## config.mk

```make
export PLATFORM = sky130hd
export DESIGN_NAME = l1_dm_mem
export DESIGN_NICKNAME = d
export VERILOG_FILES = /design/src/logic/l1d_pkg.sv /design/src/logic/l1_dm_mem.sv
export SDC_FILE = /design/constraint.sdc
export NUM_CORES = 2
export LEC_CHECK = 0
export BUFFER_PORTS_ARGS = -buffer_cell sky130_fd_sc_hd__clkbuf_2
export CAP_MARGIN = 40
export CORE_ASPECT_RATIO = 0.8
export CORE_UTILIZATION = 46
export DETAILED_ROUTE_END_ITERATION = 6
export PLACE_DENSITY = 0.72
export SYNTH_ARGS = -nofsm -noshare
export SYNTH_HDL_FRONTEND = slang
export SYNTH_SLANG_ARGS = --single-unit
```

## constraint.sdc

```tcl
create_clock -name clk -period 21.4 [get_ports clk]
set_clock_uncertainty 0.1 [all_clocks]
set_input_delay 1.07 -clock clk [delete_from_list [all_inputs] [get_ports clk]]
set_output_delay 1.07 -clock clk [all_outputs]
set_load 0.1 [all_outputs]
```

## src/logic/l1d_pkg.sv

```systemverilog
// Common widths, types and opcodes of the L1 data cache.
// Imported by every cache module and by the testbench, so both sides
// agree on the request layout of the core and MAU ports.

package l1d_pkg;

	// ------------------------------------------------------------------
	// Widths
	// ------------------------------------------------------------------
	localparam int CORE_ADDR_WIDTH = 32;
	localparam int CORE_DATA_WIDTH = 32;
	localparam int CORE_BE_WIDTH   = CORE_DATA_WIDTH / 8;
	localparam int CORE_COP_WIDTH  = 2;
	localparam int CORE_SIZE_WIDTH = 3;
	localparam int L1_LINE_WIDTH   = 128;
	localparam int L1_LINE_BYTES   = L1_LINE_WIDTH / 8;
	localparam int L1_OFFSET_WIDTH = 4;
	// Tag width for the default 16 sets
	localparam int L1_TAG_WIDTH    = 24;

	typedef logic [CORE_ADDR_WIDTH-1:0] core_addr_t;
	typedef logic [CORE_DATA_WIDTH-1:0] core_data_t;
	typedef logic [CORE_BE_WIDTH-1:0]   core_be_t;
	typedef logic [CORE_COP_WIDTH-1:0]  core_cop_t;
	typedef logic [CORE_SIZE_WIDTH-1:0] core_size_t;
	typedef logic [L1_LINE_WIDTH-1:0]   l1_line_t;
	typedef logic [L1_LINE_BYTES-1:0]   l1_line_be_t;
	typedef logic [L1_TAG_WIDTH-1:0]    l1_tag_t;

	// Core opcodes
	localparam core_cop_t CORE_REQ_RD   = 2'd0;
	localparam core_cop_t CORE_REQ_WR   = 2'd1;
	localparam core_cop_t CORE_REQ_RDNC = 2'd2;
	localparam core_cop_t CORE_REQ_WRNC = 2'd3;

	// ------------------------------------------------------------------
	// Structures
	// ------------------------------------------------------------------
	typedef struct packed {
		logic    val;
		l1_tag_t tag;
	} l1_ld_entry_t;

	typedef struct packed {
		core_addr_t addr;
		core_cop_t  cop;
		core_data_t wdata;
		core_size_t size;
	} core_req_t;

	// Single-word data sits in the low lanes, be covers one word
	typedef struct packed {
		logic       nc;
		logic       we;
		core_addr_t addr;
		core_data_t wdata;
		core_be_t   be;
	} mau_req_t;

	// Byte enables of a word-aligned access, data in the low bytes
	function automatic core_be_t core_size_be(input core_size_t size);
		case (size)
			3'd1:    return 4'b0001;
			3'd2:    return 4'b0011;
			default: return 4'b1111;
		endcase
	endfunction

endpackage
```

## src/logic/l1_dm_mem.sv

```systemverilog
// Line data storage of one cache way.
// Writes are byte-granular under be; reads return the whole line one
// cycle after en with we low.

module l1_dm_mem
	import l1d_pkg::*;
#(
	parameter int SET_NUM = 16
) (
	input  logic                       clk,
	input  logic                       en,
	input  logic                       we,
	input  logic [$clog2(SET_NUM)-1:0] addr,
	input  l1_line_t                   wdata,
	input  l1_line_be_t                be,
	output l1_line_t                   rdata
);

	l1_line_t mem [SET_NUM];

	always_ff @(posedge clk) begin
		if (en) begin
			if (we) begin
				for (int b = 0; b < L1_LINE_BYTES; b++) begin
					if (be[b])
						mem[addr][b*8 +: 8] <= wdata[b*8 +: 8];
				end
			end else begin
				rdata <= mem[addr];
			end
		end
	end

endmodule

```

Word-level counts from Yosys, hierarchy flattened
Memories as Yosys holds them, arrays and structs flattened. A register that Yosys moved wholly into a read port is not among the register bits.
Cells that the tools add are included.

storage, ports and cells
  memories = 1
  RAM bits = 2048
  output and inout port bits = 128
  register bits after elaboration = 0
  input bits = 151

operators by class
  bitwise gates (word level) = 1
  mux-type cells = 64
  reductions and logical operators = 1

memories
  name  words  bits a word  read ports  clocked after Yosys merged registers in  wr ports  RTL line         source
  mem   16     128          1           1                                        1         l1_dm_mem.sv:19  l1_line_t mem [SET_NUM];

operators by type and width
  kind              count
  $mux 1            64
  $reduce_and 2->1  1
  $not 1->1         1

Depth between registers and ports, before layout
  depth in word-level cells = 4
  depth in mapped cells = 7

Worst setup path before layout
Ideal clock, no wire load.

  kind = in2reg
  from = in we
  to = reg rdata[0] (read register of mem), enable pin
  path buffers = 0
  stages = 1
  path slack = 13.915 ns
  library setup time = 0.634 ns
  data arrival time = 6.751 ns
  data required time = 20.666 ns
  cell sequence = nor2b_1

between the ends
  cells in the longest elaborated chain, start to end = 2

RTL lines
  what                               RTL line         source
  start: declaration                 l1_dm_mem.sv:12  input logic we,
  $not 1->1 (no source line)         --
  $reduce_and 2->1 (no source line)  --
  end: declaration                   l1_dm_mem.sv:16  output l1_line_t rdata

No other way between the ends.

==> results.md <==
* Worst setup startpoint: addr[0]
* Final setup violating endpoints at 0
* Initial antenna violation count at 25
* Wire length of the first global-routing pass at 275200 µm
* Die outline width at 473.3 µm
* Buffers added on ports at 278
* Pre-CTS setup slack at 15980 ps
* Critical Path Source Type: input pin
* Max capacitance violation total at 0
* Internal power summed over all cells at 6.887 mW
* DRC violations left at 0
* Weighted congestion at the end of routability-driven global placement at 0.7640
* Number of iterations in the first detailed-routing pass at 6
* Highest routed layer: met5
* Fraction of power consumed by combinational cells at 5.0%
* Clock latency on the worst-skew pair at 830 ps
* Average routed wire per standard cell at 29.23 µm
* Detailed route wirelength on metal2 at 92450 µm
* Area leader, netlist: edfxtp_1
* Post-layout min period at 4393 ps
* Sequential share of power at 54.1%
* Total CTS buffers at 203
* Clock buffer depth at 3
* Gate count of the mapped netlist at 3578
* Total of flip-flops plus latches after synthesis at 2176
* GRT Util Overall at 21.40%
* Met3 routed wirelength at 17710 µm
* WL final at 191900 µm
* Critical path class: input pin to flip-flop
* Post_cts resized at 0
* Final hold violations at 0
* RSZ-0062 raised after global routing: no
* Net count after synthesis at 3729
* Vias per Instance at 5.902
* Peak Freq at 227.6 MHz
* Total design power at 8.772 mW
* XOR/XNOR share of the synthesized area at 0%
* Proportion of netlist area held by the largest area contributor at 79.94%
* Overflow left after global routing at 0
* Number of library cell types mapped by synthesis at 16
* Setup slack of the critical path after layout at 17010 ps
* Layout Nets at 4172
* Number of DRC markers in iteration 0 at 4326
* Post-synthesis share of cell area spent on full adders, half adders and majority gates at 0%
* Count of filler cells inserted in the layout at 13008
* Number of placement rows at 137
* Clock H-tree levels at 4
* Peak supply drop at 0.00005888 V
* Share of final-layout standard cells stronger than drive strength 1 at 29.00%
* Relative slew slack at 36.30%
* Post-synthesis area per instance at 22.85 µm²
* Arrival time at the worst endpoint at 4850 ps
* CP endpoint kind: flip-flop
* Hold Startpoint: wdata[13]
* Synthesized-area fraction occupied by and/or/nand/nor cells at 1.981%
* Multiplexer fraction of the synthesized cell area at 14.39%
* Via count of the first global-routing pass at 39216
* Power per cell area at 93.90 nW/µm²
* CTS tree: built
* Vert. Die Dim at 379.0 µm
* CP max FO at 110
* Final setup TNS at 0 ps
* Most common library cell in the layout ignoring fill and taps: edfxtp_1
* Boundary pin count at 279
* Final cycle utilization of the critical path at 20.53%
* Standard cell core area at 175400 µm²
* Outcome: finished clean
* Sw Share at 21.48%
* Remaining antenna violation count after routing at 0
* Top library cells by usage in the layout, fill and taps aside: 2176 x edfxtp_1, 450 x mux4_2, 276 x clkbuf_2, 257 x nor2_1, 256 x a22oi_1
* CTS sink cnt at 2176
* Die Area at 179400 µm²
* Largest family of logic cells by synthesized area: multiplexers
* Clock tree root buffer cell: clkbuf_16
* Maximum number of pins on one net before global-route repair at 111
* Wire length the detailed router placed on met1 at 76350 µm
* Register area share after synthesis at 79.94%
* Initial core utilization at 46.62%
* Final Slew Violations at 0
* Via count at 38741
* Leakage power summed over all cells at 29.95 nW
* Area Overhead vs Synth at 14.28%
* Path class of the lowest-slack min-delay path: input pin to flip-flop
* Part of the power in the clock network at 40.9%
* Dpl cell area at 86730 µm²
* Tightest Pin Transition at 955.5 ps
* Clock input transition at the sequential cells of the worst setup and hold paths at 60 ps
* Placed wire-length estimate after detailed placement at 119700 µm
* Cell area after technology mapping at 81740 µm²
* Post-CTS setup repair buffer count at 0
* Switching Power at 1.884 mW
* Final instance area at 93410 µm²
* Reg2reg start: mem[2][36]
* Required time worst endpoint at 21860 ps
* Quantity of hold-fixing buffers added after cts at 0
* Synth warn at 0
* Synth area leaders: edfxtp_1 80%, mux4_2 12%, a22oi_1 2.4%
* Fraction of the mapped netlist area in compound gates at 2.351%
==> Yosys cell counts <==
| cell | n |
|---|---|
| buf_1 | 18 |
| nor2b_1 | 4 |
| buf_6 | 25 |
| nor2_1 | 258 |
| and2_1 | 2 |
| nand3_1 | 4 |
| mux4_2 | 450 |
| mux4_1 | 62 |
| buf_4 | 17 |
| buf_8 | 2 |
| a22oi_1 | 256 |
| edfxtp_1 | 2176 |
| clkbuf_1 | 117 |
| and2b_1 | 1 |
| buf_2 | 30 |
| nand2_1 | 156 |
==> worst max-delay path, stage by stage <==
cell and delay (ps):
buf_8 450, buf_12 730, buf_12 700, buf_4 530, buf_12 290, mux4_1 580
a22oi_1 210, nand2_1 80
==> cell type report <==
cell class / count / area, µm² / share of cell area [%]
clock buffer: 240 / 5325 / 5.701
tap: 2363 / 2957 / 3.165
sequential: 2176 / 65340 / 69.95
timing repair buffer: 447 / 3092 / 3.310
multi-input combinational: 1193 / 15390 / 16.47
clock inverter: 137 / 1289 / 1.380
antenna: 8 / 20.02 / 0.02143
==> cell families (layout without fill, tap and decap cells) <==
logic type	after synthesis	in the layout
AOI/OAI and AO/OA	256	256
buffers and inverters	209	824
DFF	2176	2176
muxes	512	512
other	0	8
and+or+nand+nor	425	425
==> sequential cells by signal, summed over array words and instances (netlist names) <==
| register | flops |
|---|---|
| mem | 2048 |
| rdata | 128 |
==> power groups by stage <==
stage                     sequential (mW)  clock, mW  combinational (mW)
after detailed placement             4.84          0               0.444
after floorplan                      4.91          0               0.207
after CTS                            4.75       3.63               0.445
after global placement               4.84          0               0.427
after global routing                 4.75       3.79               0.467
final                                4.75       3.58               0.441
==> final timing paths <==
kind                endpoint  slack [ps]  depth (start not counted)
setup / recovery   rdata[61]       17010                          8
hold / removal    mem[1][13]         550                          1
setup reg to reg   rdata[36]       19560                          3
hold reg to reg   rdata[116]         640                          3
==> stage by stage <==
stage,util [%],instances,hold WS [ps]
finish,53.27,6564,553.0
global route,53.27,6564,529.6
CTS,53.23,6549,481.4
detailed placement,49.46,6172,631.8
global placement,48.72,6052,624.0
floorplan,-,3578,610.3
==> metal layers <==
metal,vias up,track usage [%]
met3,296,5.508
li1,16041,-
met5,-,0
met1,20562,29.76
met4,28,6.736
met2,1814,33.29
(Power assumes the default switching activity.)
