[config.mk]
export PLATFORM = sky130hd
export DESIGN_NAME = l1_ld_mem
export DESIGN_NICKNAME = d
export VERILOG_FILES = /design/src/logic/l1d_pkg.sv /design/src/logic/l1_ld_mem.sv
export SDC_FILE = /design/constraint.sdc
export NUM_CORES = 1
export LEC_CHECK = 0
export BUFFER_PORTS_ARGS = -buffer_cell sky130_fd_sc_hd__buf_4
export CAP_MARGIN = 20
export CORE_ASPECT_RATIO = 0.7
export CORE_MARGIN = 1
export CORE_UTILIZATION = 50
export CTS_CLUSTER_DIAMETER = 50
export CTS_CLUSTER_SIZE = 20
export DETAILED_ROUTE_END_ITERATION = 6
export GPL_TIMING_DRIVEN = 0
export PLACE_DENSITY_LB_ADDON = 0.2
export SLEW_MARGIN = 40
export SYNTH_ARGS = -nofsm -noshare
export SYNTH_HDL_FRONTEND = slang
export SYNTH_SLANG_ARGS = --single-unit
[constraint.sdc]
create_clock -name clk -period 3.6 [get_ports clk]
set_input_delay 1.08 -clock clk [delete_from_list [all_inputs] [get_ports clk]]
set_output_delay 1.08 -clock clk [all_outputs]
set_load 0.05 [all_outputs]
[src/logic/l1d_pkg.sv]
// Common widths, types and opcodes of the L1 data cache.
// Imported by every cache module and by the testbench, so both sides
// agree on the request layout of the core and MAU ports.

package l1d_pkg;

	// ------------------------------------------------------------------
	// Widths
	// ------------------------------------------------------------------
	localparam int CORE_ADDR_WIDTH = 32;
	localparam int CORE_DATA_WIDTH = 32;
	localparam int CORE_BE_WIDTH   = CORE_DATA_WIDTH / 8;
	localparam int CORE_COP_WIDTH  = 2;
	localparam int CORE_SIZE_WIDTH = 3;
	localparam int L1_LINE_WIDTH   = 128;
	localparam int L1_LINE_BYTES   = L1_LINE_WIDTH / 8;
	localparam int L1_OFFSET_WIDTH = 4;
	// Tag width for the default 16 sets
	localparam int L1_TAG_WIDTH    = 24;

	typedef logic [CORE_ADDR_WIDTH-1:0] core_addr_t;
	typedef logic [CORE_DATA_WIDTH-1:0] core_data_t;
	typedef logic [CORE_BE_WIDTH-1:0]   core_be_t;
	typedef logic [CORE_COP_WIDTH-1:0]  core_cop_t;
	typedef logic [CORE_SIZE_WIDTH-1:0] core_size_t;
	typedef logic [L1_LINE_WIDTH-1:0]   l1_line_t;
	typedef logic [L1_LINE_BYTES-1:0]   l1_line_be_t;
	typedef logic [L1_TAG_WIDTH-1:0]    l1_tag_t;

	// Core opcodes
	localparam core_cop_t CORE_REQ_RD   = 2'd0;
	localparam core_cop_t CORE_REQ_WR   = 2'd1;
	localparam core_cop_t CORE_REQ_RDNC = 2'd2;
	localparam core_cop_t CORE_REQ_WRNC = 2'd3;

	// ------------------------------------------------------------------
	// Structures
	// ------------------------------------------------------------------
	typedef struct packed {
		logic    val;
		l1_tag_t tag;
	} l1_ld_entry_t;

	typedef struct packed {
		core_addr_t addr;
		core_cop_t  cop;
		core_data_t wdata;
		core_size_t size;
	} core_req_t;

	// Single-word data sits in the low lanes, be covers one word
	typedef struct packed {
		logic       nc;
		logic       we;
		core_addr_t addr;
		core_data_t wdata;
		core_be_t   be;
	} mau_req_t;

	// Byte enables of a word-aligned access, data in the low bytes
	function automatic core_be_t core_size_be(input core_size_t size);
		case (size)
			3'd1:    return 4'b0001;
			3'd2:    return 4'b0011;
			default: return 4'b1111;
		endcase
	endfunction

endpackage
[src/logic/l1_ld_mem.sv]
// Tag and valid storage of one cache way.
// After reset a sweep writes an invalid entry into every set, one per
// cycle, and ready stays low until the last set is cleared.
// Reads return the entry one cycle after en with we low.

module l1_ld_mem
	import l1d_pkg::*;
#(
	parameter int SET_NUM = 16
) (
	input  logic                       clk,
	input  logic                       rst_n,
	input  logic                       en,
	input  logic                       we,
	input  logic [$clog2(SET_NUM)-1:0] addr,
	input  l1_ld_entry_t               wdata,
	output l1_ld_entry_t               rdata,
	output logic                       ready
);

	localparam int IDX_W = $clog2(SET_NUM);

	l1_ld_entry_t mem [SET_NUM];
	logic [IDX_W-1:0] clr_idx;

	// Clearing sweep
	always_ff @(posedge clk or negedge rst_n) begin
		if (!rst_n) begin
			clr_idx <= '0;
			ready   <= 1'b0;
		end else if (!ready) begin
			clr_idx <= clr_idx + 1'b1;
			if (clr_idx == IDX_W'(SET_NUM - 1))
				ready <= 1'b1;
		end
	end

	always_ff @(posedge clk) begin
		if (!ready)
			mem[clr_idx] <= '0;
		else if (en && we)
			mem[addr] <= wdata;
	end

	// Read port, holds its value across writes
	always_ff @(posedge clk) begin
		if (en && !we)
			rdata <= mem[addr];
	end

	no_access_before_ready: assert property (
		@(posedge clk) disable iff (!rst_n) en |-> ready
	) else $error("tag memory accessed during clearing sweep");

endmodule

Yosys cells after proc, flatten, opt, wreduce, memory -nomap -nowiden
Memories as Yosys holds them, arrays and structs flattened. A register that Yosys moved wholly into a read port is not among the register bits.
Index checks and enable logic that the tools add are counted.
{"block": "word_totals", "reg_bits": 5, "mem_bits_rw": 400, "input_bits": 33, "out_inout_bits": 26, "elab_cells": 18, "mem_count": 1}
{"block": "op_classes", "addsub": 1, "eq_ne": 1, "muxes": 9, "n_reduce_logical": 4}
{"name": "mem", "depth": 16, "word_bits": 25, "rd": 1, "rd_clocked_by_memory_dff": 1, "write_ports": 1, "line": "l1_ld_mem.sv:23", "rtl": "l1_ld_entry_t mem [SET_NUM];"}
{"operator": "$mux 25", "n": 1}
{"operator": "$reduce_or 25->1", "n": 1}
{"operator": "$mux 1", "n": 7}
{"operator": "$add 4x1->4 const B", "n": 1}
{"operator": "$eq 4x4->1 const B", "n": 1}
{"operator": "$mux 4", "n": 1}
{"operator": "$logic_and 1x1->1", "n": 2}
{"operator": "$logic_not 1->1", "n": 1}

Logic depth before layout (Yosys ltp)
{"block": "depth", "word_depth": 6, "depth_mapped": 7}

Worst setup path before layout
Ideal clock, no wire load.
{"block": "synth_path", "path_type": "input port to flip-flop", "start": "input port addr[1]", "end": "memory mem[12][0] (netlist name), enable pin", "setup_time_ns": 0.407, "t_arrival_ns": 3.022, "required_ns": 3.193, "path_slack_ns": 0.171, "cell_stages": 7, "n_path_buf": 4, "cell_sequence": "buf_6 buf_12 buf_4 nor2_1 buf_2 o21ai_1 nor2_1"}
{"block": "synth_between", "elab_chain_len": 1}
{"element": "start: declaration", "line": "l1_ld_mem.sv:15", "rtl": "input logic [$clog2(SET_NUM)-1:0] addr,"}
{"element": "$mux 4 (no source line)"}
{"element": "end: declaration", "line": "l1_ld_mem.sv:23"}
No other way between the ends.

Worst setup path after layout
{"block": "layout_path", "start": "input port we", "end": "memory mem[5][6] (netlist name), enable pin"}
{"block": "layout_between", "elab_chain_len": 6, "word_cells_on_any_way": 7}
{"element": "start: declaration", "line": "l1_ld_mem.sv:14", "rtl": "input logic we,"}
{"element": "$logic_and 1x1->1 *", "line": "l1_ld_mem.sv:41", "rtl": "else if (en && we)"}
{"element": "$mux 1 *", "line": "l1_ld_mem.sv:41"}
{"element": "$mux 1 *", "line": "l1_ld_mem.sv:39", "rtl": "if (!ready)"}
{"element": "$mux 1 (implied by the code) *", "line": "l1_ld_mem.sv:42", "rtl": "mem[addr] <= wdata;"}
{"element": "$reduce_or 25->1 (no source line)"}
{"element": "$mux 4 (no source line) or $mux 1 (tied branches)"}
Mark *: on every way between the ends. The rest lies on a longest branch, timed or not.

==> reports/summary.json <==
{
  "outcome": {"value": "complete, but fails checks"},
  "failed_checks": {"value": "design-rule violations"},
  "die_y": {"value": 154.6, "unit": "um"},
  "cp-end-kind": {"value": "flop"},
  "area_delta_synth_final": {"value": 17.80, "unit": "%"},
  "finalMaxSlewViolations": {"value": 0},
  "dieArea": {"value": 0.03400, "unit": "mm2"},
  "cts_sinks": {"value": 430},
  "cts_tree": {"value": "built"},
  "maxClockFrequency": {"value": 310.4, "unit": "MHz"},
  "crit_path_max_fanout": {"value": 11},
  "cts-htree-levels": {"value": 2},
  "fin_setup_tns": {"value": 0, "unit": "ps"},
  "initial_core_util": {"value": 51.19, "unit": "%"},
  "synth_fp_nets": {"value": 828},
  "r2r_start": {"value": "ready$_DFF_PN0_"},
  "drt_first_iter_violations": {"value": 830},
  "cts_hold_buffers": {"value": 0},
  "grt_pass1_vias": {"value": 8380},
  "period_needed": {"value": 3221, "unit": "ps"},
  "worst-r2r-cell-count": {"value": 8},
  "wire_length_of_the_first_global_routing_pass": {"value": 55570, "unit": "um"},
  "number_of_detailed_routing_iterations_run_before_antenna_repair": {"value": 7},
  "placeable_core_area": {"value": 0.03248, "unit": "mm2"},
  "power.static_leakage": {"value": 7.407, "unit": "nW"},
  "vdd_ir_drop_max": {"value": 0.4608, "unit": "mV"},
  "antenna_violating_nets_post_route": {"value": 0},
  "final_cell_count_no_fill": {"value": 1370},
  "r2r_slack": {"value": 400, "unit": "ps"},
  "place.detailed.hpwl": {"value": 25090, "unit": "um"},
  "timing_worst_slew_pin_value": {"value": 856.2, "unit": "ps"},
  "synth_area": {"value": 0.01663, "unit": "mm2"},
  "dpl.cell_count": {"value": 1306},
  "synth-seq-cells": {"value": 430},
  "drc_errors": {"value": 6},
  "globalRoute.totalOverflow": {"value": 0},
  "max-cap-violations": {"value": 0},
  "yosys_warnings": {"value": 0},
  "floorplan.rows": {"value": 55},
  "cts.reportedPaths.clkPinSlew": {"value": 80, "unit": "ps"},
  "cp.required": {"value": 3830, "unit": "ps"},
  "cts.path.max_buffers": {"value": 3},
  "ys_seq_area_share": {"value": 77.51, "unit": "%"},
  "clk-insertion-delay-late": {"value": 540, "unit": "ps"},
  "total_i_o_pin_count": {"value": 59},
  "routedWlPerCell": {"value": 27.50, "unit": "um"},
  "num-nets-final": {"value": 951},
  "min-delay-path-class": {"value": "input port to async pin"},
  "worst_clock_skew": {"value": 24.60, "unit": "ps"},
  "powerDensity": {"value": 523.3, "unit": "mW/mm2"},
  "final.fill_count": {"value": 2315},
  "routed-via-count": {"value": 8324},
  "grt_antenna_before_repair": {"value": 1},
  "grt_max_degree": {"value": 21},
  "cts_made_buffers": {"value": 34},
  "timing.setup.critical_path_class": {"value": "input port to flop"},
  "cts_setup_buffers": {"value": 0},
  "diodes": {"value": 0},
  "startpoint_kind_of_the_worst_setup_timing_path": {"value": "input port"},
  "fp.dieW": {"value": 220.0, "unit": "um"},
  "drt_wl_total": {"value": 37680, "unit": "um"},
  "cp_data_arrival_time": {"value": 3450, "unit": "ps"},
  "yosys.cell_types.count": {"value": 36},
  "cts.repair.resized": {"value": 0},
  "report.final.setup_viol": {"value": 0},
  "place.port_buffers": {"value": 54},
  "routed_via_density": {"value": 6.076},
  "gpl.final_weighted_congestion": {"value": 0.7903},
  "synthesis.instances": {"value": 794},
  "grt_use_total": {"value": 23.02, "unit": "%"},
  "regToRegEndpoint": {"value": "mem[5][6]$_DFFE_PP_"},
  "share_of_layout_cells_above_drive_strength_1": {"value": 29.80, "unit": "%"},
  "grt_setup_unrepaired": {"value": "no"},
  "cts.root.buffer_cell": {"value": "sky130_fd_sc_hd__clkbuf_16"},
  "slew_headroom": {"value": 42.71, "unit": "%"},
  "hold_viol": {"value": 0},
  "period_share": {"value": 89.48, "unit": "%"},
  "post_synth.cell_area_avg": {"value": 20.94, "unit": "um2"}
}
-- cell usage after synthesis --
cell type / number / area, um2
sky130_fd_sc_hd__nor2_1: 25 / 93.84
sky130_fd_sc_hd__buf_12: 2 / 40.04
sky130_fd_sc_hd__nor2b_1: 5 / 31.28
sky130_fd_sc_hd__nand3b_1: 1 / 7.510
sky130_fd_sc_hd__inv_1: 2 / 7.510
sky130_fd_sc_hd__a31oi_1: 2 / 12.51
sky130_fd_sc_hd__a22oi_1: 7 / 52.55
sky130_fd_sc_hd__buf_4: 8 / 60.06
sky130_fd_sc_hd__buf_6: 3 / 33.78
sky130_fd_sc_hd__dfrtp_1: 5 / 125.1
sky130_fd_sc_hd__a21oi_1: 1 / 5.000
sky130_fd_sc_hd__or2b_1: 1 / 7.510
sky130_fd_sc_hd__a32oi_1: 1 / 8.760
sky130_fd_sc_hd__and2b_1: 1 / 7.510
sky130_fd_sc_hd__a31o_2: 1 / 8.760
sky130_fd_sc_hd__mux4_1: 20 / 525.5
sky130_fd_sc_hd__a221oi_1: 19 / 166.4
sky130_fd_sc_hd__o22ai_1: 19 / 118.9
sky130_fd_sc_hd__ha_1: 1 / 12.51
sky130_fd_sc_hd__buf_2: 19 / 95.09
sky130_fd_sc_hd__clkbuf_1: 13 / 48.80
sky130_fd_sc_hd__mux4_2: 42 / 945.9
sky130_fd_sc_hd__and2_1: 25 / 156.4
sky130_fd_sc_hd__nand2_1: 7 / 26.28
sky130_fd_sc_hd__and3_1: 1 / 6.260
sky130_fd_sc_hd__o21ai_1: 1 / 5.000
sky130_fd_sc_hd__a21o_1: 19 / 142.6
sky130_fd_sc_hd__xnor2_1: 3 / 26.28
sky130_fd_sc_hd__a22o_1: 19 / 166.4
sky130_fd_sc_hd__mux2_2: 39 / 439.2
sky130_fd_sc_hd__mux2i_1: 38 / 380.4
sky130_fd_sc_hd__nand3_1: 14 / 70.07
sky130_fd_sc_hd__edfxtp_1: 425 / 12760
sky130_fd_sc_hd__nor3_1: 3 / 15.01
sky130_fd_sc_hd__o21ai_0: 1 / 5.000
sky130_fd_sc_hd__o32a_1: 1 / 10.01
-- cell usage in the layout (no fill, tap or decap), drive strengths merged, types with 14 or more instances in the layout --
cell type	synthesis	final
edfxtp	425	425
buf	32	117
mux4	62	62
clkbuf	13	52
mux2	39	39
mux2i	38	38
and2	25	25
nor2	25	25
o22ai	19	19
a221oi	19	19
a22o	19	19
a21o	19	19
nand3	14	14
-- cell type report --
type                       count  area [um2]  area share [%]
clock inverter                25       360.3           1.840
inverter                       2       7.507         0.03833
multi-input combinational    317        3597           18.37
tap                          427       534.3           2.728
sequential                   430       12890           65.80
buffer                        45       279.0           1.425
timing repair buffer          87       993.5           5.073
clock buffer                  37       925.9           4.728
-- layer usage --
layer / GRT usage [%] / up-vias / part of all wire (%)
met2: 34.13 / 333 / 45
met4: 7.159 / 0 / 2.6
met1: 35.38 / 4371 / 46
met5: 0 / - / 0
met3: 3.481 / 72 / 6.8
li1: - / 3548 / -
-- stage by stage --
step / hold WS [ps] / total power [mW] / area, um2 / utilization, % / worst slack (ps)
finish: 331.6 / 10.25 / 19590 / 60.30 / 378.8
global route: 307.6 / 10.51 / 19590 / 60.30 / 338.9
CTS: 312.7 / 10.31 / 19560 / 60.21 / 428.0
detailed placement: 588.6 / 6.122 / 18270 / 56.25 / -115.2
global placement: 565.8 / 6.095 / 17570 / 54.08 / -1713
floorplan: 523.5 / 5.921 / 16630 / - / 171.2
-- worst max path at each step --
stage                          startpoint                    to  slack, ps  cells past startpoint
after floorplan                   addr[1]  mem[12][0]$_DFFE_PP_        170                      7
after global placement            addr[2]   mem[7][5]$_DFFE_PP_      -1710                      6
after detailed placement               we   mem[1][5]$_DFFE_PP_       -120                      8
after CTS                              we   mem[1][7]$_DFFE_PP_        430                      8
after global routing      ready$_DFF_PN0_   mem[5][6]$_DFFE_PP_        340                      8
final                                  we   mem[5][6]$_DFFE_PP_        380                      8
-- flip-flops by register name (all words and copies together), names as in the netlist --
name     cells
mem        400
rdata       25
clr_idx      4
ready        1
-- critical path, cell delays in order --
cell                       delay, ps
sky130_fd_sc_hd__buf_4           110
sky130_fd_sc_hd__and3_1          160
sky130_fd_sc_hd__clkbuf_1        650
sky130_fd_sc_hd__nand2_1         210
sky130_fd_sc_hd__o32a_1          380
sky130_fd_sc_hd__nor2_4          460
sky130_fd_sc_hd__buf_16          210
sky130_fd_sc_hd__buf_8           170
-- logic make-up after synthesis --
kind of cell / after synthesis / share of synthesized area, %
flip-flops: 430 / 77.51
multiplexers: 139 / 13.78
AO/OA/AOI/OAI: 91 / 4.222
AND/OR/NAND/NOR: 83 / 2.536
buffers and inverters: 47 / 1.716
XOR/XNOR: 3 / 0.1581
adder cells (fa/ha/maj): 1 / 0.07524
-- report_power, final --
group / switching, mW / internal, mW / total (mW)
Sequential: 0.00452 / 5.50 / 5.51
Combinational: 0.320 / 0.179 / 0.499
Clock: 1.82 / 2.42 / 4.24
Total: 2.15 / 8.10 / 10.2
Power figures use the tool's default switching activity.
