### config.mk
export PLATFORM = sky130hd
export DESIGN_NAME = l1_lrum
export DESIGN_NICKNAME = d
export VERILOG_FILES = /design/src/logic/l1d_pkg.sv /design/src/logic/l1_lrum.sv
export SDC_FILE = /design/constraint.sdc
export NUM_CORES = 1
export LEC_CHECK = 0
export BUFFER_PORTS_ARGS = -buffer_cell sky130_fd_sc_hd__buf_2
export CORE_ASPECT_RATIO = 1.2
export CORE_MARGIN = 10
export CORE_UTILIZATION = 30
export DETAILED_ROUTE_END_ITERATION = 10
export PLACE_DENSITY = 0.55
export SLEW_MARGIN = 30
export SYNTH_ARGS = -nofsm -noshare
export SYNTH_HDL_FRONTEND = slang
export SYNTH_SLANG_ARGS = --single-unit
### constraint.sdc
create_clock -name clk -period 6.45 [get_ports clk]
set_input_delay 1.29 -clock clk [delete_from_list [all_inputs] [get_ports clk]]
set_output_delay 1.29 -clock clk [all_outputs]
set_load 0.005 [all_outputs]
### src/logic/l1d_pkg.sv
// Common widths, types and opcodes of the L1 data cache.
// Imported by every cache module and by the testbench, so both sides
// agree on the request layout of the core and MAU ports.

package l1d_pkg;

	// ------------------------------------------------------------------
	// Widths
	// ------------------------------------------------------------------
	localparam int CORE_ADDR_WIDTH = 32;
	localparam int CORE_DATA_WIDTH = 32;
	localparam int CORE_BE_WIDTH   = CORE_DATA_WIDTH / 8;
	localparam int CORE_COP_WIDTH  = 2;
	localparam int CORE_SIZE_WIDTH = 3;
	localparam int L1_LINE_WIDTH   = 128;
	localparam int L1_LINE_BYTES   = L1_LINE_WIDTH / 8;
	localparam int L1_OFFSET_WIDTH = 4;
	// Tag width for the default 16 sets
	localparam int L1_TAG_WIDTH    = 24;

	typedef logic [CORE_ADDR_WIDTH-1:0] core_addr_t;
	typedef logic [CORE_DATA_WIDTH-1:0] core_data_t;
	typedef logic [CORE_BE_WIDTH-1:0]   core_be_t;
	typedef logic [CORE_COP_WIDTH-1:0]  core_cop_t;
	typedef logic [CORE_SIZE_WIDTH-1:0] core_size_t;
	typedef logic [L1_LINE_WIDTH-1:0]   l1_line_t;
	typedef logic [L1_LINE_BYTES-1:0]   l1_line_be_t;
	typedef logic [L1_TAG_WIDTH-1:0]    l1_tag_t;

	// Core opcodes
	localparam core_cop_t CORE_REQ_RD   = 2'd0;
	localparam core_cop_t CORE_REQ_WR   = 2'd1;
	localparam core_cop_t CORE_REQ_RDNC = 2'd2;
	localparam core_cop_t CORE_REQ_WRNC = 2'd3;

	// ------------------------------------------------------------------
	// Structures
	// ------------------------------------------------------------------
	typedef struct packed {
		logic    val;
		l1_tag_t tag;
	} l1_ld_entry_t;

	typedef struct packed {
		core_addr_t addr;
		core_cop_t  cop;
		core_data_t wdata;
		core_size_t size;
	} core_req_t;

	// Single-word data sits in the low lanes, be covers one word
	typedef struct packed {
		logic       nc;
		logic       we;
		core_addr_t addr;
		core_data_t wdata;
		core_be_t   be;
	} mau_req_t;

	// Byte enables of a word-aligned access, data in the low bytes
	function automatic core_be_t core_size_be(input core_size_t size);
		case (size)
			3'd1:    return 4'b0001;
			3'd2:    return 4'b0011;
			default: return 4'b1111;
		endcase
	endfunction

endpackage
### src/logic/l1_lrum.sv
// Replacement state and hit detection for the cache.
// On req the set index is captured. The next cycle the tag compare and
// valid vectors of that set are present, and hit plus a one-hot way_vect
// come out: the hit way, or else the victim. The chosen way becomes the
// most recently used one in that same cycle.

module l1_lrum
	import l1d_pkg::*;
#(
	parameter int WAY_NUM = 4,
	parameter int SET_NUM = 16
) (
	input  logic                       clk,
	input  logic                       rst_n,
	input  logic                       req,
	input  logic [$clog2(SET_NUM)-1:0] idx,
	input  logic [WAY_NUM-1:0]         tag_cmp_vect,
	input  logic [WAY_NUM-1:0]         ld_val_vect,
	output logic                       ready,
	output logic                       hit,
	output logic                       evict_val,
	output logic [WAY_NUM-1:0]         way_vect
);

	localparam int IDX_W = $clog2(SET_NUM);
	localparam int AGE_W = (WAY_NUM > 1) ? $clog2(WAY_NUM) : 1;

	// Age 0 is the newest way, WAY_NUM-1 the oldest
	logic [AGE_W-1:0]   age [SET_NUM][WAY_NUM];
	logic               req_r;
	logic [IDX_W-1:0]   idx_r;
	logic [WAY_NUM-1:0] hit_vect;
	logic [WAY_NUM-1:0] victim;
	logic               inv_found;
	logic [AGE_W-1:0]   touch_age;

	always_ff @(posedge clk or negedge rst_n) begin
		if (!rst_n) begin
			req_r <= 1'b0;
			ready <= 1'b0;
		end else begin
			req_r <= req;
			ready <= 1'b1;
		end
	end

	always_ff @(posedge clk) begin
		if (req)
			idx_r <= idx;
	end

	assign hit_vect = tag_cmp_vect & ld_val_vect;
	assign hit      = req_r & (|hit_vect);

	// Victim: first invalid way, otherwise the oldest
	always_comb begin
		victim    = '0;
		inv_found = 1'b0;
		for (int w = 0; w < WAY_NUM; w++) begin
			if (!ld_val_vect[w] && !inv_found) begin
				victim[w] = 1'b1;
				inv_found = 1'b1;
			end
		end
		if (!inv_found) begin
			for (int w = 0; w < WAY_NUM; w++) begin
				if (age[idx_r][w] == AGE_W'(WAY_NUM - 1))
					victim[w] = 1'b1;
			end
		end
	end

	assign way_vect  = (|hit_vect) ? hit_vect : victim;
	assign evict_val = req_r & ~(|hit_vect) & ~inv_found;

	always_comb begin
		touch_age = '0;
		for (int w = 0; w < WAY_NUM; w++) begin
			if (way_vect[w])
				touch_age = age[idx_r][w];
		end
	end

	// Age update, reset puts the ways in index order
	always_ff @(posedge clk or negedge rst_n) begin
		if (!rst_n) begin
			for (int s = 0; s < SET_NUM; s++) begin
				for (int w = 0; w < WAY_NUM; w++)
					age[s][w] <= AGE_W'(w);
			end
		end else if (req_r) begin
			for (int w = 0; w < WAY_NUM; w++) begin
				if (way_vect[w])
					age[idx_r][w] <= '0;
				else if (age[idx_r][w] < touch_age)
					age[idx_r][w] <= age[idx_r][w] + 1'b1;
			end
		end
	end

	// A duplicate tag in the set or a broken age order shows up here
	way_vect_onehot: assert property (
		@(posedge clk) disable iff (!rst_n) req_r |-> $onehot(way_vect)
	) else $error("LRU way_vect is not one-hot");

endmodule

# --- Word level (Yosys, flattened, before mapping) ---
# Index checks and enable logic that the tools add are counted.
totals:
  wordCells: 149
  out_inout_bits: 7
  ff_bits: 134
  input_bits: 15
op_classes:
  n_eq_ne: 4
  n_lt_le_gt_ge: 6
  addsub: 4
  reduce_logical: 10
  bitwise_logic: 15
  muxes: 43
op_table:
  columns: ["operator", "n"]
  rows:
  - ["$mux W128", 11]
  - ["$and A128 B128 Y128", 4]
  - ["$bwmux W128", 4]
  - ["$not A128 Y128", 4]
  - ["$demux W8 S4", 4]
  - ["$bmux W8 S4", 1]
  - ["$mux W8", 3]
  - ["$mux W4", 3]
  - ["$mux W1", 11]
  - ["$mux W2", 5]
  - ["$add A2 B1 Y2 const B", 4]
  - ["$eq A2 B2 Y1 const B", 4]
  - ["$lt A2 B2 Y1", 4]
  - ["$mux W6", 1]
  - ["$ge A5 B5 Y1 const B", 1]
  - ["$logic_not A1 Y1", 5]
  - ["$lt A5 B1 Y1 const B", 1]
  - ["$not A4 Y5", 1]
  - ["$and A4 B4 Y4", 1]
  - ["$logic_and A1 B1 Y1", 4]
  - ["$reduce_or A4 Y1", 1]
  - ["$and A1 B1 Y1", 3]
  - ["$not A1 Y1", 2]

# --- Longest topological paths before layout ---
# Gate-level depths: netlist of the first run.
logic_depth:
  depth_word: 31
  mapped_depth: 22
  depth_no_buf: 16

# --- Worst setup path before layout of the first run ---
# No wires, ideal clock.
synth_path:
  path_kind: "register -> register"
  from: "register idx_r[1]"
  to: "register age[46] (netlist bit)"
  period_less_slack_ps: 5395
  stages_incl_launch_ff: 22
  slack_ps: 1055
  setup_ps: 124
  required_time_ps: 6326
  path_buffers: 11
  arrival_ps: 5271
  path_cell_list: "edfxtp_1 buf_4 buf_2 buf_2 buf_1 clkbuf_1 mux4_2 mux4_2 ha_1 nand2b_1 a32oi_1 buf_4 clkbuf_1 clkbuf_1 mux2i_1 ha_1 clkbuf_1 or3_1 clkbuf_1 clkbuf_1 nor3_1 a211o_1"
synth_between:
  elab_chain_len: 27
  elab_cells_between_ends: 57
  classes_between: "add/sub: 4; order compare: 6; eq/ne: 4; mux: 33; bitwise: 9; reduce/logical: 1"
synth_lines:
  columns: ["item", "line_no", "rtl"]
  rows:
  - ["from (decl)", "l1_lrum.sv:31", "logic [IDX_W-1:0] idx_r;"]
  - ["from (signal assigned)", "l1_lrum.sv:49", "idx_r <= idx;"]
  - ["$not A4 Y5 (not written as such) *", null, null]
  - ["$bmux W8 S4", null, null]
  - ["$mux W8 (not written as such) (2 in a row)", null, null]
  - ["$eq A2 B2 Y1", "l1_lrum.sv:67", "if (age[idx_r][w] == AGE_W'(WAY_NUM - 1))"]
  - ["$mux W1", "l1_lrum.sv:67", null]
  - ["$mux W4", "l1_lrum.sv:65", "if (!inv_found) begin"]
  - ["$mux W4", "l1_lrum.sv:73", "assign way_vect = (|hit_vect) ? hit_vect : victim;"]
  - ["$mux W2 (4 in a row)", "l1_lrum.sv:79", "if (way_vect[w])"]
  - ["[7 not listed]", null, null]
  - ["$mux W128", "l1_lrum.sv:91", "end else if (req_r) begin"]
  - ["$bwmux W128", "l1_lrum.sv:96", "age[idx_r][w] <= age[idx_r][w] + 1'b1;"]
  - ["$mux W128", "l1_lrum.sv:95", "else if (age[idx_r][w] < touch_age)"]
  - ["$mux W128", "l1_lrum.sv:93", "if (way_vect[w])"]
  - ["$mux W128", "l1_lrum.sv:91", null]
  - ["$bwmux W128", "l1_lrum.sv:96", null]
  - ["$mux W128", "l1_lrum.sv:95", null]
  - ["$mux W128 *", "l1_lrum.sv:93", null]
  - ["to (signal, indexed assignment)", "l1_lrum.sv:89", "age[s][w] <= AGE_W'(w);"]
  - ["to (signal, indexed assignment)", "l1_lrum.sv:96", null]
  - ["to (decl)", "l1_lrum.sv:29", "logic [AGE_W-1:0] age [SET_NUM][WAY_NUM];"]
# Every way passes the cells marked *; elsewhere a longest branch is shown, timed or not. The select of a mux whose other input is x is not followed.
# A chain may end at the register's enable or synchronous reset.

# --- Worst setup path after layout of the first run ---
layout_path:
  from: "register idx_r[1]"
  to: "register age[78] (netlist bit)"
# Same word-level chain as after synthesis.

==> implementation parameters, run 1 <==
Parameter                              Value

GRT
  Number of global-route vias before repair ... 5985
  Pin count of the biggest net entering global routing ... 75
  Global-route usage over all layers ... 0.1398
  Overall overflow remaining after global route ... 0
  Antenna violations before repair ... 0
  First-pass GRT wire length ... 36630 um

Timing
  Final period demand of the worst path ... 5490 ps
  Fmax ... 182.2 MHz
  Worst setup skew after layout ... 9.410 ps
  Final Slew Violations ... 0
  Worst rel slew slack ... 0.4072
  Number of failing hold endpoints at the final stage ... 0
  Setup tns final ... 0 ps
  Unrepaired setup endpoints after global routing ... no
  Finish-stage setup viols ... 0
  Final period util ... 0.8511
  Worst-case setup margin in the final layout ... 960.1 ps
  Slew @ Worst Pin ... 889.1 ps

Routing
  Overall via count from detail_route ... 5940
  Post-detailed-route wirelength per cell ... 22.20 um
  Met3 Routed Length ... 1032 um
  Vias/cell ... 5.701
  # DRC ... 0
  Topmost layer with routed signal wires ... met4
  Detail Route Antenna Nets ... 0
  Starting DRC count in detailed routing ... 532
  Sum of routed wire length over all layers ... 23130 um
  Sum of met2 wire segment lengths after detailed routing ... 10770 um
  Met1 Routed Length ... 10350 um
  Total iterations of the first detailed-routing run ... 5

Hold path
  Worst hold start ... age[11]$_DFFE_PN1P_
  Cells on Worst Hold Path ... 2
  Worst min-delay path endpoint ... age[11]$_DFFE_PN1P_
  Class of the tightest hold or removal check ... register to register

Place
  Count of port buffers added during placement ... 21
  Half-perimeter wire length of the detailed placement result ... 15010 um
  Worst-case setup slack after placement ... 974.7 ps
  GPL Wtd Cong ... 0.8594

Synthesis
  Proportion of synthesized chip area in sequential cells ... 0.4403
  Synth cell count leaders ... sky130_fd_sc_hd__dfrtp_1 (66), sky130_fd_sc_hd__dfstp_2 (64), sky130_fd_sc_hd__clkbuf_1 (39), sky130_fd_sc_hd__o22ai_1 (36), sky130_fd_sc_hd__mux4_2 (35)
  Library cell with the largest summed area after synthesis ... sky130_fd_sc_hd__dfstp_2
  Warnings, synthesis ... 0
  Mapped Nets ... 731
  Share of Yosys cell area claimed by the top area cell type ... 0.2144
  Most area-consuming cells after synthesis ... sky130_fd_sc_hd__dfstp_2 (21%), sky130_fd_sc_hd__dfrtp_1 (21%), sky130_fd_sc_hd__mux4_2 (10%)
  Average cell area after synthesis ... 11.08 sq um
  Synth unique cells ... 73
  Synth async-reset ratio ... 0.9701
  Instance count of the mapped netlist ... 708
  Post-synthesis instance area ... 7844 sq um
  Most frequently used cell type in the post-synthesis netlist ... sky130_fd_sc_hd__dfrtp_1
  EDFF count, synth ... 4
  Number of synthesized register bits ... 134
  Synth Flop Type ... sky130_fd_sc_hd__dfrtp_1

Run status
  Result of the run ... complete, no violations

Worst setup path
  CP arrival ... 5860 ps
  Critical path launch point type ... register
  Number of buffers and inverters on the critical path ... 2
  Startpoint-to-endpoint class of the critical path ... register to register
  CP max FO ... 23
  Top cell family by delay on the critical path ... multiplexers
  Sequence of cells on the critical path ... buf_4 -> mux4_2 -> mux4_2 -> ha_1 -> nand3_1 -> a211oi_1 -> or2_2 -> a221oi_1 -> nor2_1 -> mux2i_1 -> ha_1 -> inv_1 -> nor2_1 -> a22o_1 -> a211o_1
  Capture instance of the worst register-to-register path ... age[78]$_DFFE_PN0P_
  FF-to-FF path depth ... 15
  Reg2reg start ... idx_r[1]$_DFFE_PP_
  Cell at the slowest stage of the critical path ... sky130_fd_sc_hd__edfxtp_1
  CP Data Required Time ... 6820 ps
  Critical path capture point type ... register
  Setup slack, reg-to-reg ... 960 ps
  Delay contributed by the slowest stage of the critical path ... 930 ps

Pwr
  Static leakage ... 3.290 nW
  Sw Ratio ... 0.3427
  Clock power frac ... 0.300
  PD cells ... 415.0 nW/um^2
  Total power ... 3.681 mW
  Pint ... 2.419 mW
  Share of power burned in registers ... 0.367
  Worst IR Drop VDD ... 0.0002085 V
  Combinational group share of total power ... 0.332
  Net Switching ... 1.261 mW

Floorplanning
  Ports placed on the boundary ... 22
  Placeable core region ... 25620 sq um
  Height of the chip ... 197.1 um
  Row count ... 64
  Effective utilization at floorplan ... 0.3061
  Die area ... 33040 sq um
  Die boundary width ... 167.6 um

Job
  Maximum capacitance violations ... 0

Clocking
  Maximum count of clock buffers along a single path ... 2
  Clk slew on worst S/H paths ... 60 ps
  # Post-CTS Setup Buffers ... 0
  # clock sinks ... 134
  CTS buffer count ... 17
  CTS tree ... yes
  Count of hold buffers inserted by post-cts repair ... 0
  Clock latency at the later pin of the worst-skew pair ... 440 ps
  Quantity of gates resized following cts ... 0
  Root cell of the clock tree ... sky130_fd_sc_hd__clkbuf_16
  Number of H-tree levels ... 4

Final layout
  Syn-to-layout area delta ... 13.06%
  Total number of nets in the final design ... 722
  Ant. Diodes ... 0
  Fraction of final layout cells sized beyond drive strength 1 ... 0.3188
-- state kept, by name (all words and copies together), names as in the netlist --
| signal | flops |
|---|---|
| age | 128 |
| ready | 1 |
| req_r | 1 |
| idx_r | 4 |
-- cells by family after synthesis --
group                      after synthesis  share of synthesized area
muxes                                   54                     0.1342
DFF                                    134                     0.4403
and+or+nand+nor                        180                     0.1267
adders and majority gates                8                    0.01276
other                                    1                  0.0004781
buffers and inverters                   99                    0.05743
AOI/OAI and AO/OA                      232                     0.2283
-- per-layer routing --
layer,vias up,GRT usage
met1,3004,0.1834
met3,51,0.02189
met2,183,0.2161
met5,-,0
li1,2702,-
met4,0,0.07715
-- area by class of cell --
| type | count | area [sq um] |
|---|---|---|
| clock buffers | 19 | 432.9 |
| clock inverters | 13 | 229.0 |
| fillers | 2555 | 16760 |
| inverters | 30 | 112.6 |
| multi-input cells | 475 | 3954 |
| flip-flops and latches | 134 | 3453 |
| well taps | 330 | 412.9 |
| repair buffers | 41 | 274.0 |
-- metrics by stage --
step	utilization	std cells	cell area (sq um)	hold WS (ps)
after detailed placement	0.3203	1010	8207	455.8
after global routing	0.3461	1042	8869	472.3
after global placement	0.3203	1010	8207	454.2
after floorplan	-	708	7844	442.3
final	0.3461	1042	8869	465.2
after CTS	0.3461	1042	8869	465.8
-- worst min-delay path, stage by stage, from the launching register on --
cell and delay, ps:
sky130_fd_sc_hd__dfstp_2 370, sky130_fd_sc_hd__inv_1 40, sky130_fd_sc_hd__o22ai_1 50
-- power groups by stage --
stage | combinational, mW | clock (mW) | sequential, mW
after floorplan | 0.938 | 0 | 1.29
after global placement | 1.21 | 0 | 1.36
after detailed placement | 1.22 | 0 | 1.36
after CTS | 1.22 | 1.12 | 1.35
after global routing | 1.33 | 1.16 | 1.38
final | 1.22 | 1.11 | 1.35
-- placed cells by master, fill, tap and decap left out, drive strengths merged, types with 4 or more instances in the layout --
master    Yosys  routed
o211ai       16      16
mux2         16      16
o31ai        17      17
o2bb2ai      16      16
nand2b        4       4
o22ai        36      36
and3         18      18
nor3         36      36
mux4         36      36
bufinv        0       6
dfrtp        66      66
dfstp        64      64
edfxtp        4       4
a211o        10      10
buf          30      41
ha            8       8
a22o         19      19
a21o          8       8
nor2b         4       4
clkbuf       39      19
nand3        14      14
o21ai        45      45
a22oi         8       8
nor2         25      25
inv          30      30
nand4        18      18
a21oi        39      39
clkinvlp      0       4
nand2        31      31
and2         15      15
-- worst max-delay path by stage --
stage                                   from                   end  slack (ps)  cells past startpoint
after detailed placement  idx_r[0]$_DFFE_PP_   age[38]$_DFFE_PN0P_         970                     15
after CTS                 idx_r[0]$_DFFE_PP_   age[78]$_DFFE_PN0P_         940                     15
after global placement    idx_r[0]$_DFFE_PP_  age[118]$_DFFE_PN0P_        1040                     15
after floorplan           idx_r[1]$_DFFE_PP_   age[46]$_DFFE_PN0P_        1050                     21
after global routing      idx_r[0]$_DFFE_PP_   age[46]$_DFFE_PN0P_         600                     17
final                     idx_r[1]$_DFFE_PP_   age[78]$_DFFE_PN0P_         960                     15
Power figures use the tool's default switching activity.
==> run 2, diff against run 1 <==
--- a/config.mk
+++ b/config.mk
@@ -9,8 +9,10 @@
 export CORE_ASPECT_RATIO = 1.2
 export CORE_MARGIN = 10
 export CORE_UTILIZATION = 30
+export CTS_CLUSTER_SIZE = 40
 export DETAILED_ROUTE_END_ITERATION = 10
 export PLACE_DENSITY = 0.55
+export RECOVER_POWER = 50
 export SLEW_MARGIN = 30
 export SYNTH_ARGS = -nofsm -noshare
 export SYNTH_HDL_FRONTEND = slang
==> run 2 against run 1 <==
Compared with the run above: the flow now finishes with violations (max-capacitance violations, max-slew violations); first-iteration DRC count decreased by 12%; final area decreased by 0.11%; sequential cell count unchanged; critical path type unchanged; highest routed layer unchanged.
==> implementation parameters, run 2 (same netlist as run 1, synthesis figures left out) <==
Parameter                              Value

Clocking
  CTS buffer count ... 17
  Maximum count of clock buffers along a single path ... 2
  Number of H-tree levels ... 4
  # clock sinks ... 134
  Clock latency at the later pin of the worst-skew pair ... 440 ps
  Root cell of the clock tree ... sky130_fd_sc_hd__clkbuf_16
  Quantity of gates resized following cts ... 0
  CTS tree ... yes
  Clk slew on worst S/H paths ... 60 ps
  Count of hold buffers inserted by post-cts repair ... 0
  # Post-CTS Setup Buffers ... 0

Routing
  Detail Route Antenna Nets ... 0
  Overall via count from detail_route ... 5919
  Post-detailed-route wirelength per cell ... 22.18 um
  Sum of routed wire length over all layers ... 23110 um
  Vias/cell ... 5.680
  Starting DRC count in detailed routing ... 466
  Total iterations of the first detailed-routing run ... 5
  # DRC ... 0

Worst setup path
  Number of buffers and inverters on the critical path ... 2
  Critical path capture point type ... register
  CP arrival ... 5850 ps
  Reg2reg start ... idx_r[0]$_DFFE_PP_
  Top cell family by delay on the critical path ... multiplexers
  CP Data Required Time ... 6820 ps
  Startpoint-to-endpoint class of the critical path ... register to register
  Cell at the slowest stage of the critical path ... sky130_fd_sc_hd__edfxtp_1
  Delay contributed by the slowest stage of the critical path ... 720 ps
  Capture instance of the worst register-to-register path ... age[78]$_DFFE_PN0P_
  Critical path launch point type ... register
  Setup slack, reg-to-reg ... 970 ps
  FF-to-FF path depth ... 15
  Sequence of cells on the critical path ... buf_4 -> mux4_2 -> mux4_2 -> ha_1 -> nand3_1 -> a211oi_1 -> or2_2 -> a221oi_1 -> nor2_1 -> mux2i_1 -> ha_1 -> inv_1 -> nor2_1 -> a22o_1 -> a211o_1
  CP max FO ... 23

Floorplanning
  Height of the chip ... 197.1 um
  Die area ... 33040 sq um
  Row count ... 64
  Effective utilization at floorplan ... 0.3061
  Placeable core region ... 25620 sq um
  Ports placed on the boundary ... 22
  Die boundary width ... 167.6 um

Place
  Half-perimeter wire length of the detailed placement result ... 15010 um
  Count of port buffers added during placement ... 21
  GPL Wtd Cong ... 0.8594

Hold path
  Worst min-delay path endpoint ... age[11]$_DFFE_PN1P_
  Class of the tightest hold or removal check ... register to register
  Worst hold start ... age[11]$_DFFE_PN1P_
  Cells on Worst Hold Path ... 2

GRT
  Layer carrying the most global-route usage ... met2
  Overall overflow remaining after global route ... 0
  Met1 usage in global routing ... 0.1834
  Antenna violations before repair ... 0
  Global-route track usage on met2 ... 0.2161
  Pin count of the biggest net entering global routing ... 75
  Number of global-route vias before repair ... 5985
  First-pass GRT wire length ... 36630 um
  Global-route usage over all layers ... 0.1398
  Met3 global-route usage ... 0.02189

Timing
  Final period util ... 0.8491
  Finish-stage setup viols ... 0
  Final Slew Violations ... 75
  Number of failing hold endpoints at the final stage ... 0
  Worst rel slew slack ... -1.714
  Slew @ Worst Pin ... 4072 ps
  Unrepaired setup endpoints after global routing ... no
  Fmax ... 182.6 MHz
  Worst hold margin ... 464.8 ps
  Setup tns final ... 0 ps
  Final period demand of the worst path ... 5477 ps
  Worst setup skew after layout ... 8.857 ps

Pwr
  Pint ... 2.419 mW
  PD cells ... 415.1 nW/um^2
  Share of power burned in registers ... 0.368
  Net Switching ... 1.259 mW
  Total power ... 3.677 mW
  Static leakage ... 3.280 nW
  Clock power frac ... 0.300
  Combinational group share of total power ... 0.332
  Sw Ratio ... 0.3423
  Worst IR Drop VDD ... 0.0002080 V

Final layout
  Largest registers ... age (128), idx_r (4)
  Fraction of final layout cells sized beyond drive strength 1 ... 0.3146
  Total number of nets in the final design ... 722
  Leading cell type in the layout, fill and taps excluded ... sky130_fd_sc_hd__dfrtp_1
  Commonest cells after routing, fill and taps aside ... sky130_fd_sc_hd__dfrtp_1 (66), sky130_fd_sc_hd__dfstp_2 (64), sky130_fd_sc_hd__mux4_2 (35), sky130_fd_sc_hd__o22ai_1 (35), sky130_fd_sc_hd__nor3_1 (34)
  Largest register FFs ... 128
  Ant. Diodes ... 0
  Most flop-heavy register ... age
  Syn-to-layout area delta ... 12.94%
  Final Util ... 0.3457
  Number of inserted filler cells in the final layout ... 2554

Job
  Maximum capacitance violations ... 1

Run status
  Result of the run ... finished with violations
  Violations in the final reports ... max-capacitance violations, max-slew violations
-- run 2: cell count changes in the layout (fill, tap and decap cells not counted) --
| cell | change |
|---|---|
| sky130_fd_sc_hd__buf_6 | -1 |
| sky130_fd_sc_hd__clkbuf_1 | +3 |
| sky130_fd_sc_hd__buf_2 | -2 |
-- run 2: routing by layer --
metal / up-vias / wire, um
met1: 2976 / 10290
met3: 49 / 1105
met2: 193 / 10730
li1: 2701 / -
met4: 0 / 988
met5: - / 0
-- run 2: tightest hold or removal path, stage by stage, from the launching register on --
cell,delay [ps]
sky130_fd_sc_hd__dfstp_2,370
sky130_fd_sc_hd__inv_1,40
sky130_fd_sc_hd__o22ai_1,50
-- run 2: power groups by stage --
stage | registers (mW) | clock network (mW) | logic, mW
5_1_grt | 1.38 | 1.16 | 1.33
4_1_cts | 1.35 | 1.12 | 1.22
2_1_floorplan | 1.29 | 0 | 0.938
6_report | 1.35 | 1.10 | 1.22
3_3_place_gp | 1.36 | 0 | 1.21
3_5_place_dp | 1.36 | 0 | 1.22
-- run 2: final cells by class --
cell class / instances / area [sq um] / share of cell area
Clock inverter: 13 / 229.0 / 0.02585
Clock buffer: 19 / 432.9 / 0.04887
Inverter: 30 / 112.6 / 0.01271
Sequential cell: 134 / 3453 / 0.3898
Multi-Input combinational cell: 475 / 3954 / 0.4463
Timing Repair Buffer: 41 / 264.0 / 0.02980
Tap cell: 330 / 412.9 / 0.04661
-- run 2: worst max-delay path by stage --
stage          cells past startpoint  slack, ps                   end          startpoint
2_1_floorplan                     21       1050   age[46]$_DFFE_PN0P_  idx_r[1]$_DFFE_PP_
3_3_place_gp                      15       1040  age[118]$_DFFE_PN0P_  idx_r[0]$_DFFE_PP_
3_5_place_dp                      15        970   age[38]$_DFFE_PN0P_  idx_r[0]$_DFFE_PP_
4_1_cts                           15        940   age[78]$_DFFE_PN0P_  idx_r[0]$_DFFE_PP_
5_1_grt                           17        600   age[46]$_DFFE_PN0P_  idx_r[0]$_DFFE_PP_
6_report                          15        970   age[78]$_DFFE_PN0P_  idx_r[0]$_DFFE_PP_
-- run 2: per-stage QoR --
step / worst slack (ps) / instance area [sq um] / cells
after CTS: 945.0 / 8869 / 1042
after global placement: 1042 / 8207 / 1010
after detailed placement: 974.7 / 8207 / 1010
final: 973.3 / 8859 / 1042
after global routing: 595.8 / 8859 / 1042
after floorplan: 1055 / 7844 / 708
